### config.mk
export PLATFORM = sky130hd
export DESIGN_NAME = marble_lb_top
export DESIGN_NICKNAME = d
export VERILOG_FILES = /design/src/rtl/board_pkg.sv /design/src/rtl/lb_pkg.sv /design/src/rtl/local_bus_if.sv /design/src/rtl/ctrl_regs.sv /design/src/rtl/lb_decode.sv /design/src/rtl/led_pwm.sv /design/src/rtl/marble_lb_top.sv /design/src/rtl/spi_lb_bridge.sv /design/src/rtl/status_regs.sv
export SDC_FILE = /design/constraint.sdc
export NUM_CORES = 1
export LEC_CHECK = 0
export BUFFER_PORTS_ARGS = -buffer_cell sky130_fd_sc_hd__buf_4
export CELL_PAD_IN_SITES_DETAIL_PLACEMENT = 0
export CELL_PAD_IN_SITES_GLOBAL_PLACEMENT = 1
export CORE_MARGIN = 3
export CORE_UTILIZATION = 40
export DETAILED_ROUTE_END_ITERATION = 7
export GPL_TIMING_DRIVEN = 0
export PLACE_DENSITY = 0.68
export SETUP_SLACK_MARGIN = 0.05
export SYNTH_ARGS = -nofsm -noshare
export SYNTH_HDL_FRONTEND = slang
export SYNTH_SLANG_ARGS = --single-unit
export TNS_END_PERCENT = 10
### constraint.sdc
create_clock -name lb_clk -period 4.4 [get_ports lb_clk]
set_input_delay 0.44 -clock lb_clk [delete_from_list [all_inputs] [get_ports lb_clk]]
set_output_delay 0.44 -clock lb_clk [all_outputs]
set_load 0.03 [all_outputs]
### src/rtl/board_pkg.sv
/* Board constants: feature word, build id, PWM level and Pmod types,
   synchronizer depth */
`default_nettype none

package board_pkg;

	// Bit 0 SPI bus, bit 1 Pmod1 out, bit 2 Pmod2 in, bit 3 LED PWM
	localparam logic [31:0] FEATURE_WORD = 32'h0000_000f;
	// Board id in the upper half, build number below
	localparam logic [31:0] BUILD_ID = 32'h4d41_0001;

	// PWM resolution
	localparam int PWM_BITS = 8;
	typedef logic [PWM_BITS-1:0] pwm_level_t;

	// One Pmod connector
	typedef logic [7:0] pmod_t;

	// Flops per asynchronous input
	localparam int SYNC_STAGES = 2;

endpackage

`default_nettype wire

### src/rtl/lb_pkg.sv
/* Local-bus types, SPI frame size, register address map
   and the register select enum */
`default_nettype none

package lb_pkg;

	// Bus widths
	typedef logic [23:0] lb_addr_t;
	typedef logic [31:0] lb_data_t;
	// SPI command byte, bit 7 set for read
	typedef logic [7:0] lb_cmd_t;

	// Status block, read only
	localparam lb_addr_t ADDR_FEATURES      = 24'h000000;
	localparam lb_addr_t ADDR_BUILD_ID      = 24'h000001;
	localparam lb_addr_t ADDR_PMOD2         = 24'h000002;
	localparam lb_addr_t ADDR_PMOD2_CHANGES = 24'h000003;
	// Control block, read/write
	localparam lb_addr_t ADDR_SCRATCH       = 24'h000010;
	localparam lb_addr_t ADDR_PMOD1         = 24'h000011;
	localparam lb_addr_t ADDR_LED_LEVEL     = 24'h000012;

	// Returned for any address outside the map
	localparam lb_data_t LB_UNMAPPED_DATA = 32'hfaceface;

	// Command, address, data
	localparam int SPI_FRAME_BITS = 64;

	// Decoded register
	typedef enum logic [2:0] {
		SEL_NONE,
		SEL_FEATURES,
		SEL_BUILD_ID,
		SEL_PMOD2,
		SEL_PMOD2_CHANGES,
		SEL_SCRATCH,
		SEL_PMOD1,
		SEL_LED_LEVEL
	} reg_sel_t;

endpackage

`default_nettype wire

### src/rtl/local_bus_if.sv
/* Local-bus interface, master and slave modports */
`timescale 1ns/1ps
`default_nettype none

interface local_bus_if import lb_pkg::*; ();

	// One-cycle transaction qualifier
	logic     lb_strobe;
	logic     lb_rd;
	logic     lb_write;
	lb_addr_t lb_addr;
	// Write data from the master
	lb_data_t lb_data_out;
	// Read data, valid with lb_rd_valid
	lb_data_t lb_din;
	logic     lb_rd_valid;

	// SPI bridge side
	modport master (
		output lb_strobe, lb_rd, lb_write, lb_addr, lb_data_out,
		input  lb_din, lb_rd_valid
	);

	// Decoder side, always accepts
	modport slave (
		input  lb_strobe, lb_rd, lb_write, lb_addr, lb_data_out,
		output lb_din, lb_rd_valid
	);

endinterface

`default_nettype wire

### src/rtl/ctrl_regs.sv
/* Writable control registers: scratch, Pmod1 output
   and LED brightness levels */
`timescale 1ns/1ps
`default_nettype none

module ctrl_regs import lb_pkg::*, board_pkg::*; (
	input  wire           lb_clk,
	input  wire           rst,
	input  wire           wr_en,
	input  wire reg_sel_t wr_sel,
	input  wire lb_data_t wdata,
	output lb_data_t      scratch,
	output pmod_t         pmod1,
	output pwm_level_t    led_level0,
	output pwm_level_t    led_level1
);

	// Update lands the cycle after the write strobe
	always_ff @(posedge lb_clk) begin
		if (rst) begin
			// LEDs and Pmod1 dark after reset
			scratch <= '0;
			pmod1 <= '0;
			led_level0 <= '0;
			led_level1 <= '0;
		end else if (wr_en) begin
			case (wr_sel)
			SEL_SCRATCH: begin
				scratch <= wdata;
			end
			SEL_PMOD1: begin
				// Low byte drives the pins
				pmod1 <= wdata[7:0];
			end
			SEL_LED_LEVEL: begin
				// LD16 in low byte, LD17 next
				led_level0 <= wdata[7:0];
				led_level1 <= wdata[15:8];
			end
			default: begin
				// Status addresses ignore writes
			end
			endcase
		end
	end

endmodule

`default_nettype wire

### src/rtl/lb_decode.sv
/* Local-bus address decode, control write enables
   and registered read mux */
`timescale 1ns/1ps
`default_nettype none

module lb_decode import lb_pkg::*, board_pkg::*; (
	input  wire             lb_clk,
	input  wire             rst,
	local_bus_if.slave      bus,
	output logic            wr_en,
	output reg_sel_t        wr_sel,
	output lb_data_t        wdata,
	input  wire lb_data_t   scratch,
	input  wire pmod_t      pmod1,
	input  wire pwm_level_t led_level0,
	input  wire pwm_level_t led_level1,
	input  wire pmod_t      pmod2,
	input  wire lb_data_t   pmod2_changes
);

	reg_sel_t sel;
	logic ctrl_hit;
	lb_data_t rd_mux;

	// Full 24-bit compare, no aliasing
	always_comb begin
		case (bus.lb_addr)
		ADDR_FEATURES:      sel = SEL_FEATURES;
		ADDR_BUILD_ID:      sel = SEL_BUILD_ID;
		ADDR_PMOD2:         sel = SEL_PMOD2;
		ADDR_PMOD2_CHANGES: sel = SEL_PMOD2_CHANGES;
		ADDR_SCRATCH:       sel = SEL_SCRATCH;
		ADDR_PMOD1:         sel = SEL_PMOD1;
		ADDR_LED_LEVEL:     sel = SEL_LED_LEVEL;
		default:            sel = SEL_NONE;
		endcase
	end

	// Writes reach the control block only
	assign ctrl_hit = sel inside {SEL_SCRATCH, SEL_PMOD1, SEL_LED_LEVEL};
	assign wr_en = bus.lb_strobe & bus.lb_write & ctrl_hit;
	assign wr_sel = sel;
	assign wdata = bus.lb_data_out;

	always_comb begin
		case (sel)
		SEL_FEATURES:      rd_mux = FEATURE_WORD;
		SEL_BUILD_ID:      rd_mux = BUILD_ID;
		SEL_PMOD2:         rd_mux = lb_data_t'(pmod2);
		SEL_PMOD2_CHANGES: rd_mux = pmod2_changes;
		SEL_SCRATCH:       rd_mux = scratch;
		SEL_PMOD1:         rd_mux = lb_data_t'(pmod1);
		// Level1 above level0, zeros above bit 15
		SEL_LED_LEVEL:     rd_mux = lb_data_t'({led_level1, led_level0});
		default:           rd_mux = LB_UNMAPPED_DATA;
		endcase
	end

	// Read data one cycle after strobe
	always_ff @(posedge lb_clk) begin
		if (rst) begin
			bus.lb_rd_valid <= 1'b0;
		end else begin
			bus.lb_rd_valid <= bus.lb_strobe & bus.lb_rd;
		end
	end

	always_ff @(posedge lb_clk) begin
		if (bus.lb_strobe && bus.lb_rd) begin
			bus.lb_din <= rd_mux;
		end
	end

endmodule

`default_nettype wire

### src/rtl/led_pwm.sv
/* Two-channel 8-bit PWM for LD16 and LD17 */
`timescale 1ns/1ps
`default_nettype none

module led_pwm import board_pkg::*; (
	input  wire             lb_clk,
	input  wire             rst,
	input  wire pwm_level_t level0,
	input  wire pwm_level_t level1,
	output logic            ld16,
	output logic            ld17
);

	// Shared by both channels, period 256
	pwm_level_t pwm_cnt;

	always_ff @(posedge lb_clk) begin
		if (rst) begin
			pwm_cnt <= '0;
			ld16 <= 1'b0;
			ld17 <= 1'b0;
		end else begin
			pwm_cnt <= pwm_cnt + 1'b1;
			// High for level counts per period
			ld16 <= pwm_cnt < level0;
			ld17 <= pwm_cnt < level1;
		end
	end

endmodule

`default_nettype wire

### src/rtl/marble_lb_top.sv
/* Top level: SPI bridge, local-bus decode, control and status
   registers, LED PWM */
`timescale 1ns/1ps
`default_nettype none

module marble_lb_top import lb_pkg::*, board_pkg::*; (
	input  wire       lb_clk,
	input  wire       rst,
	// SPI from the microcontroller
	input  wire       SCLK,
	input  wire       CSB,
	input  wire       MOSI,
	output wire       MISO,
	// Directly attached LEDs
	output wire       LD16,
	output wire       LD17,
	// Pmod connectors
	output wire [7:0] Pmod1,
	input  wire [7:0] Pmod2
);

	// Bridge to decoder
	local_bus_if lb ();

	// Decoder to control block
	logic       wr_en;
	reg_sel_t   wr_sel;
	lb_data_t   wdata;
	// Register values back to the read mux
	lb_data_t   scratch;
	pwm_level_t led_level0;
	pwm_level_t led_level1;
	pmod_t      pmod2;
	lb_data_t   pmod2_changes;

	spi_lb_bridge u_bridge (
		.lb_clk (lb_clk),
		.rst    (rst),
		.sclk   (SCLK),
		.csb    (CSB),
		.mosi   (MOSI),
		.miso   (MISO),
		.bus    (lb.master)
	);

	lb_decode u_decode (
		.lb_clk        (lb_clk),
		.rst           (rst),
		.bus           (lb.slave),
		.wr_en         (wr_en),
		.wr_sel        (wr_sel),
		.wdata         (wdata),
		.scratch       (scratch),
		.pmod1         (Pmod1),
		.led_level0    (led_level0),
		.led_level1    (led_level1),
		.pmod2         (pmod2),
		.pmod2_changes (pmod2_changes)
	);

	ctrl_regs u_ctrl (
		.lb_clk     (lb_clk),
		.rst        (rst),
		.wr_en      (wr_en),
		.wr_sel     (wr_sel),
		.wdata      (wdata),
		.scratch    (scratch),
		.pmod1      (Pmod1),
		.led_level0 (led_level0),
		.led_level1 (led_level1)
	);

	status_regs u_status (
		.lb_clk        (lb_clk),
		.rst           (rst),
		.pmod2_in      (Pmod2),
		.pmod2         (pmod2),
		.pmod2_changes (pmod2_changes)
	);

	led_pwm u_pwm (
		.lb_clk (lb_clk),
		.rst    (rst),
		.level0 (led_level0),
		.level1 (led_level1),
		.ld16   (LD16),
		.ld17   (LD17)
	);

endmodule

`default_nettype wire

### src/rtl/spi_lb_bridge.sv
/* SPI slave to local-bus master bridge, 64-bit frames
   of command, address and data */
`timescale 1ns/1ps
`default_nettype none

module spi_lb_bridge import lb_pkg::*, board_pkg::*; (
	input  wire         lb_clk,
	input  wire         rst,
	input  wire         sclk,
	input  wire         csb,
	input  wire         mosi,
	output wire         miso,
	local_bus_if.master bus
);

	typedef enum logic [1:0] {IDLE, SHIFT, RD_WAIT, DONE} state_t;

	// Read strobe goes out after command and address
	localparam int HALF_BITS = SPI_FRAME_BITS / 2;

	logic [SYNC_STAGES-1:0] sclk_sync;
	logic [SYNC_STAGES-1:0] csb_sync;
	logic [SYNC_STAGES-1:0] mosi_sync;
	logic sclk_prev;
	logic sclk_s;
	logic csb_s;
	logic mosi_s;
	logic sclk_rise;
	logic sclk_fall;
	state_t state;
	logic [$clog2(SPI_FRAME_BITS)-1:0] bit_cnt;
	logic [SPI_FRAME_BITS-1:0] shift_reg;
	lb_cmd_t cmd;
	logic rd_active;
	logic miso_q;

	// Input synchronizers, CSB idles high
	always_ff @(posedge lb_clk) begin
		if (rst) begin
			sclk_sync <= '0;
			csb_sync <= '1;
			sclk_prev <= 1'b0;
		end else begin
			sclk_sync <= {sclk_sync[SYNC_STAGES-2:0], sclk};
			csb_sync <= {csb_sync[SYNC_STAGES-2:0], csb};
			sclk_prev <= sclk_s;
		end
	end

	// Data line needs no reset
	always_ff @(posedge lb_clk) begin
		mosi_sync <= {mosi_sync[SYNC_STAGES-2:0], mosi};
	end

	assign sclk_s = sclk_sync[SYNC_STAGES-1];
	assign csb_s = csb_sync[SYNC_STAGES-1];
	assign mosi_s = mosi_sync[SYNC_STAGES-1];
	assign sclk_rise = sclk_s & ~sclk_prev;
	assign sclk_fall = ~sclk_s & sclk_prev;

	// Command byte position just before the 32nd bit shifts in
	assign cmd = shift_reg[HALF_BITS-2 -: $bits(lb_cmd_t)];

	// Frame FSM and bus strobes
	always_ff @(posedge lb_clk) begin
		if (rst) begin
			state <= IDLE;
			bit_cnt <= '0;
			rd_active <= 1'b0;
			miso_q <= 1'b0;
			bus.lb_strobe <= 1'b0;
			bus.lb_rd <= 1'b0;
			bus.lb_write <= 1'b0;
		end else begin
			// Strobes last one cycle
			bus.lb_strobe <= 1'b0;
			bus.lb_rd <= 1'b0;
			bus.lb_write <= 1'b0;
			// Mode 0, output moves on falling edge
			if (sclk_fall) begin
				miso_q <= rd_active & shift_reg[SPI_FRAME_BITS-1];
			end
			case (state)
			IDLE: begin
				bit_cnt <= '0;
				rd_active <= 1'b0;
				miso_q <= 1'b0;
				if (!csb_s) begin
					state <= SHIFT;
				end
			end
			SHIFT: begin
				// Early CSB release drops the frame
				if (csb_s) begin
					state <= IDLE;
				end else if (sclk_rise) begin
					bit_cnt <= bit_cnt + 1'b1;
					if (bit_cnt == HALF_BITS - 1 && cmd[7]) begin
						state <= RD_WAIT;
						bus.lb_strobe <= 1'b1;
						bus.lb_rd <= 1'b1;
					end else if (bit_cnt == SPI_FRAME_BITS - 1) begin
						state <= DONE;
						rd_active <= 1'b0;
						// Read frames only shift out data here
						if (!rd_active) begin
							bus.lb_strobe <= 1'b1;
							bus.lb_write <= 1'b1;
						end
					end
				end
			end
			RD_WAIT: begin
				if (csb_s) begin
					state <= IDLE;
				end else if (bus.lb_rd_valid) begin
					rd_active <= 1'b1;
					state <= SHIFT;
				end
			end
			DONE: begin
				// Wait for end of frame
				if (csb_s) begin
					state <= IDLE;
				end
			end
			default: state <= IDLE;
			endcase
		end
	end

	// Shift register, address and write data
	always_ff @(posedge lb_clk) begin
		if (state == RD_WAIT && bus.lb_rd_valid) begin
			// Returned word goes out MSB first
			shift_reg[SPI_FRAME_BITS-1 -: $bits(lb_data_t)] <= bus.lb_din;
		end else if (state != IDLE && sclk_rise) begin
			shift_reg <= {shift_reg[SPI_FRAME_BITS-2:0], mosi_s};
		end
		if (state == SHIFT && sclk_rise) begin
			// Address in bits 22:0 plus the incoming bit
			if (bit_cnt == HALF_BITS - 1) begin
				bus.lb_addr <= {shift_reg[22:0], mosi_s};
			end else if (bit_cnt == SPI_FRAME_BITS - 1) begin
				bus.lb_addr <= shift_reg[54:31];
				bus.lb_data_out <= {shift_reg[30:0], mosi_s};
			end
		end
	end

	// Pin goes quiet as soon as CSB rises
	assign miso = miso_q & ~csb;

endmodule

`default_nettype wire

### src/rtl/status_regs.sv
/* Pmod2 input synchronizer and 32-bit change counter */
`timescale 1ns/1ps
`default_nettype none

module status_regs import lb_pkg::*, board_pkg::*; (
	input  wire        lb_clk,
	input  wire        rst,
	input  wire pmod_t pmod2_in,
	output pmod_t      pmod2,
	output lb_data_t   pmod2_changes
);

	pmod_t sync_q [SYNC_STAGES];
	pmod_t pmod2_prev;

	// Pins are asynchronous to lb_clk
	always_ff @(posedge lb_clk) begin
		sync_q[0] <= pmod2_in;
		for (int i = 1; i < SYNC_STAGES; i++) begin
			sync_q[i] <= sync_q[i-1];
		end
	end

	// Last stage is the sample
	assign pmod2 = sync_q[SYNC_STAGES-1];

	// Previous value keeps tracking during reset
	always_ff @(posedge lb_clk) begin
		pmod2_prev <= pmod2;
	end

	// So reset release counts no change
	always_ff @(posedge lb_clk) begin
		if (rst) begin
			pmod2_changes <= '0;
		end else if (pmod2 != pmod2_prev) begin
			// Wraps at 2^32
			pmod2_changes <= pmod2_changes + 1'b1;
		end
	end

endmodule

`default_nettype wire

# ---- Yosys cells after proc, flatten, opt, wreduce, memory -nomap -nowiden
# Memories as Yosys holds them, arrays and structs flattened.
# Index checks and enable logic that the tools add are counted.
# W data, S select, Z words.
dict set report totals {
  register_bits 279
  memories 1
  ram_bits 16
}
dict set report op_classes {
  n_eq_ne 30
  bitwise_logic 14
  add_sub_neg 3
  n_reduce_logical 25
  n_lt_le_gt_ge 2
  n_mux 29
}
# name depth word_bits rd rd_clocked_by_memory_dff wr line_no
set memory_table {}
lappend memory_table {u_status.sync_q 2 8 2 0 2 status_regs.sv:13} ;# pmod_t sync_q [SYNC_STAGES];
# operator n
set ops {}
lappend ops {{$pmux W32 S7} 1}
lappend ops {{$eq A24 B5 Y1 const B} 3}
lappend ops {{$mux W64} 1}
lappend ops {{$eq A24 B2 Y1 const B} 2}
lappend ops {{$mux W24} 2}
lappend ops {{$add A32 B1 Y32 const B} 1}
lappend ops {{$mux W32} 1}
lappend ops {{$eq A24 B1 Y1 const B} 1}
lappend ops {{$logic_not A24 Y1} 1}
lappend ops {{$pmux W3 S7} 1}
lappend ops {{$lt A8 B8 Y1} 2}
lappend ops {{$mux W2} 8}
lappend ops {{$eq A3 B3 Y1 const B} 4}
lappend ops {{$mux W6} 2}
lappend ops {{$pmux W6 S2} 1}
lappend ops {{$mux W1} 10}
lappend ops {{$reduce_and A2 Y1} 5}
lappend ops {{$add A8 B1 Y8 const B} 1}
lappend ops {{$ne A2 B1 Y1 const B} 4}
lappend ops {{$ne A2 B2 Y1 const B} 4}
lappend ops {{$ne A8 B8 Y1} 1}
lappend ops {{$pmux W2 S4} 1}
lappend ops {{$reduce_bool A2 Y1} 4}
lappend ops {{$and A1 B1 Y1} 7}
lappend ops {{other kinds (20)} 35}

# ---- Longest topological paths before layout
dict set report logic_depth {
  depth_word 6
  mapped_depth 7
}

# ---- Cells and area by module
# A second synthesis with hierarchy kept.
dict set report unflattened {
  cells_unflattened 1049
  area_unflattened_um2 12527.0
}
# mod cells_per_inst n_inst area_each_um2 seq_area_each_um2
set by_module_without_submodules {}
lappend by_module_without_submodules {spi_lb_bridge 274 1 5016.1 4003.8}
lappend by_module_without_submodules {ctrl_regs 218 1 2359.8 1121.1}
lappend by_module_without_submodules {lb_decode 256 1 2327.2 980.9}
lappend by_module_without_submodules {status_regs 222 1 2127.0 1121.1}
lappend by_module_without_submodules {led_pwm 79 1 696.9 200.2}

# ---- Worst setup path after synthesis
# No wires, ideal clock.
dict set report synth_timing {
  kind {reg-to-reg}
  from {reg u_bridge.bit_cnt[0]}
  to {reg u_bridge.bus.lb_data_out[0] (enable)}
  path_stages_with_launch 5
  arrival_ns 4.188
  setup_slack_ns -0.180
  path_buffers 0
  setup_ns 0.392
  required_time_ns 4.008
  path_cell_list {dfxtp_1 -> ha_1 -> nand4_1 -> nor4_1 -> and2_1}
}
dict set report synth_via {
  elab_chain_len 3
}
# element line_no
set synth_rtl {}
lappend synth_rtl {{start: declaration} spi_lb_bridge.sv:31} ;# logic [$clog2(SPI_FRAME_BITS)-1:0] bit_cnt;
lappend synth_rtl {{start signal: assignment} spi_lb_bridge.sv:97} ;# bit_cnt <= bit_cnt + 1'b1;
lappend synth_rtl {{$eq A6 B5 Y1} spi_lb_bridge.sv:142} ;# if (bit_cnt == HALF_BITS - 1) begin
lappend synth_rtl {{$not A1 Y1 (no line)} -}
lappend synth_rtl {{$reduce_and A3 Y1 (no line) *} -}
lappend synth_rtl {{end signal: assignment} spi_lb_bridge.sv:146} ;# bus.lb_data_out <= {shift_reg[30:0], mosi_s};
lappend synth_rtl {{end: declaration} local_bus_if.sv:20} ;# output lb_strobe, lb_rd, lb_write, lb_addr, lb_data_out,
# Every way passes the cells marked *; elsewhere a longest branch is shown, timed or not.
# A chain may end at the register's enable or synchronous reset.

# ---- Final worst setup path
dict set report layout_timing {
  from {reg u_bridge.bus.lb_addr[13]}
  to {reg u_ctrl.led_level0[7]}
}
dict set report layout_via {
  elab_chain_len 6
}
# element line_no
set layout_rtl {}
lappend layout_rtl {{start: declaration} local_bus_if.sv:20}
lappend layout_rtl {{start signal: assignment} spi_lb_bridge.sv:143} ;# bus.lb_addr <= {shift_reg[22:0], mosi_s};
lappend layout_rtl {{start signal: assignment} spi_lb_bridge.sv:145} ;# bus.lb_addr <= shift_reg[54:31];
lappend layout_rtl {{$eq A24 B5 Y1, or another cell as far along} lb_decode.sv:27} ;# case (bus.lb_addr)
lappend layout_rtl {{$pmux W3 S7 *} lb_decode.sv:27}
lappend layout_rtl {{$eq A3 B3 Y1 (on tied branches)} {lb_decode.sv:40, ctrl_regs.sv:27}}
lappend layout_rtl {{$reduce_bool A3 Y1} lb_decode.sv:40} ;# assign ctrl_hit = sel inside {SEL_SCRATCH, SEL_PMOD1, SEL_LED_LEVEL};
lappend layout_rtl {{$and A1 B1 Y1} lb_decode.sv:41} ;# assign wr_en = bus.lb_strobe & bus.lb_write & ctrl_hit;
lappend layout_rtl {{$reduce_and A2 Y1 (no line) *} -}
lappend layout_rtl {{end signal: assignment} ctrl_regs.sv:37} ;# led_level0 <= wdata[7:0];
lappend layout_rtl {{end: declaration} ctrl_regs.sv:14} ;# output pwm_level_t led_level0,
# Marks and branches as above.

==> results.md <==
- Gr ovfl total: 0
- Yosys top cell area share: 38.5%
- Status: finished, final reports clean
- Die Span X: 178 um
- Synth cell count leaders: edfxtp_1 (152), dfxtp_1 (143), nor2_1 (122), mux2i_1 (66), clkbuf_1 (46)
- Cells along the critical path: nor4_1, nand4_1, nor4_2, buf_4, mux2i_1, nor2_1
- Standard-cell rows: 62
- Synth-to-layout area growth: 16.3%
- Synth unique cells: 61
- Port Buf Inserts: 23
- Power, Total: 0.00576 W
- Adder-Cell Fraction of Synth Area: 1.79%
- CTS tree: yes
- Dpl ws: 1.31 ns
- Clk slew on worst S/H paths: 0.06 ns
- Post-Route WL: 29.5 mm
- Crit Path Category: flip-flop to flip-flop
- CTS Root Cell: clkbuf_16
- PwrDens: 418 mW/mm2
- XOR/XNOR share of the synthesized area: 2.51%
- Routed Antenna Nets: 0
- Placed cell count: 1385
- Critical Path RT: 4.82 ns
- IO Pins: 24
- First-pass GRT wire length: 45.9 mm
- Worst Hold Class: primary input to flip-flop
- Die area: 0.0318 mm2
- Die Span Y: 178 um
- Most common cell in the synthesized netlist: edfxtp_1
- Layout cells sized above 1: 12.8%
- Fin util: 47.7%
- CTS buffer count: 31
- Cell area after synthesis: 0.0119 mm2
- Critical path data arrival time: 3.54 ns
- Cell taking the most area after synthesis: edfxtp_1
- Final #Nets: 1073
- Pre-antenna DRT Iters: 5
- Initial Util: 41.0%
- Final Wtd Congestion: 0.815
- Largest register FFs: 64
- Final Instance Area: 0.0138 mm2
- Leakage: 4.51 nW
- Yosys Warn Count: 0
- Core Area: 0.0289 mm2
- Critical path startpoint category: flip-flop
- Post-synth net total: 1003
- Largest net degree at the start of global routing: 34
- Dpl hpwl: 20.9 mm
- Ys async rst share: 0%
- Min Tclk post-route: 3.12 ns
- Clk_lat worst skew: 0.56 ns
- Mux cell area share after synthesis: 8.23%
- Number of synthesized flops with an enable pin: 152
- CP max stage cell: nor4_2
- Dominant synthesized flop cell: edfxtp_1
- Unrepaired setup endpoints after global routing: no
- Slowest stage delay, CP: 1.10 ns
- Clock Skew: 0.0134 ns
- Rel. slew slack: 10.5%
- Max clock buf depth: 3
- Number of max-cap violations: 0
- Post-synthesis compound-gate area fraction: 10.6%
- Final period util: 71.0%
- Initial antenna violation count: 0
- DRC errors left: 0
- Largest family of logic cells by synthesized area: simple AND/OR/NAND/NOR gates
- H-tree depth: 1
- GRT Overall Usage: 18.8%
- Fin worst setup slack: 1.28 ns
- Via count: 7699
- Number of synthesized register bits: 295
- Vias in the first global route: 7514
- Fmax: 320 MHz
- Maximum VDD drop: 0.000295 V
- Sink count of the clock tree: 295
- Drt wl/cell: 20.3 um
- Non-filler cells, final: 1451
- Critical Path End Type: flip-flop
- Slew Viols, Final: 0
- Crit-path max FO: 10
- Seq/Total Area, Yosys: 62.6%
- Mean post-synth cell area: 12.2 um2
- Diodes inserted: 0
- DP Area: 0.0126 mm2
- Post-Synth Simple-Gate Area: 11.5%
- Hold Fails Final Rpt: 0
- Area contributors post-synth: edfxtp_1 (38%), dfxtp_1 (24%), mux2i_1 (5.6%)
- Via/cell ratio: 5.31
- Initial DRC Count: 670
- # setup viols final: 0
- Syn Inst Count: 973
- Slew @ Worst Pin: 1.33 ns
-- logic make-up after synthesis --
family,Yosys count
buffers and inverters,83
and+or+nand+nor,276
xor gates and xnor gates,34
DFF,295
muxes,94
adders and majority gates,17
AOI/OAI and AO/OA,174
-- where the power goes --
group          leakage, nW  total (W)  internal (W)  switching, W
registers             2.53    0.00291       0.00289     0.0000178
logic                 1.45   0.000106     0.0000414     0.0000643
clock network        0.533    0.00275       0.00164       0.00111
total                 4.51    0.00576       0.00457       0.00119
-- per-stage QoR --
step / setup TNS (ns) / hold WS (ns)
after global placement: -20.87 / 0.310
final: 0 / 0.0825
after global routing: 0 / 0.0677
after floorplan: 0 / 0.310
after CTS: 0 / 0.0670
after detailed placement: 0 / 0.312
-- per-layer routing --
layer / global-route usage (%) / vias to the layer above / wire [um]
li1: - / 3702 / -
met1: 29.0 / 3778 / 14800
met2: 28.1 / 173 / 12700
met3: 2.60 / 46 / 1400
met4: 4.55 / 0 / 679
met5: 0 / - / 0
-- critical path, delay by kind of cell, from the launching register on --
family | cells | cell delay (ns)
flops | 1 | 0.37
buf+inv | 1 | 0.38
mux | 1 | 0.21
simple gates | 4 | 2.01
-- worst paths after layout --
path / from / cells past startpoint / slack, ns / to
worst max register to register: u_bridge.bus.lb_addr[13] / 6 / 1.28 / u_ctrl.led_level0[7]
worst min-delay path: CSB / 2 / 0.08 / u_bridge.csb_sync[0]
worst max-delay path: u_bridge.bus.lb_addr[13] / 6 / 1.28 / u_ctrl.led_level0[7]
worst min register to register: u_status.sync_q[0][4] / 0 / 0.32 / u_status.sync_q[0][12]
-- cell type report --
type,instances,area (um2)
Buffer,55,230
Sequential cell,295,7430
Timing Repair Buffer,37,353
Clock buffer,37,828
Multi-Input combinational cell,595,4130
Tap cell,384,480
Clock inverter,20,245
Inverter,28,105
Fill cell,2627,15100
-- what timing repair did --
item | 4_1_cts | 5_1_grt
hold buffers | 9 | 0
endpoints found under the hold margin | 9 | 0
resized for setup | 0 | 0
buffers inserted | 0 | 0
-- placed cells by master (no fill, tap or decap), types with 25 or more instances in the layout --
cell type and count:
xnor2_1 25, mux2i_1 66, a21oi_1 41, clkbuf_16 31, dfxtp_1 143, clkbuf_1 48, inv_1 27, mux2_2 28
edfxtp_1 152, nand2_1 38, nor2_1 122, o21ai_0 35, a22o_1 34
Power figures use the tool's default switching activity.
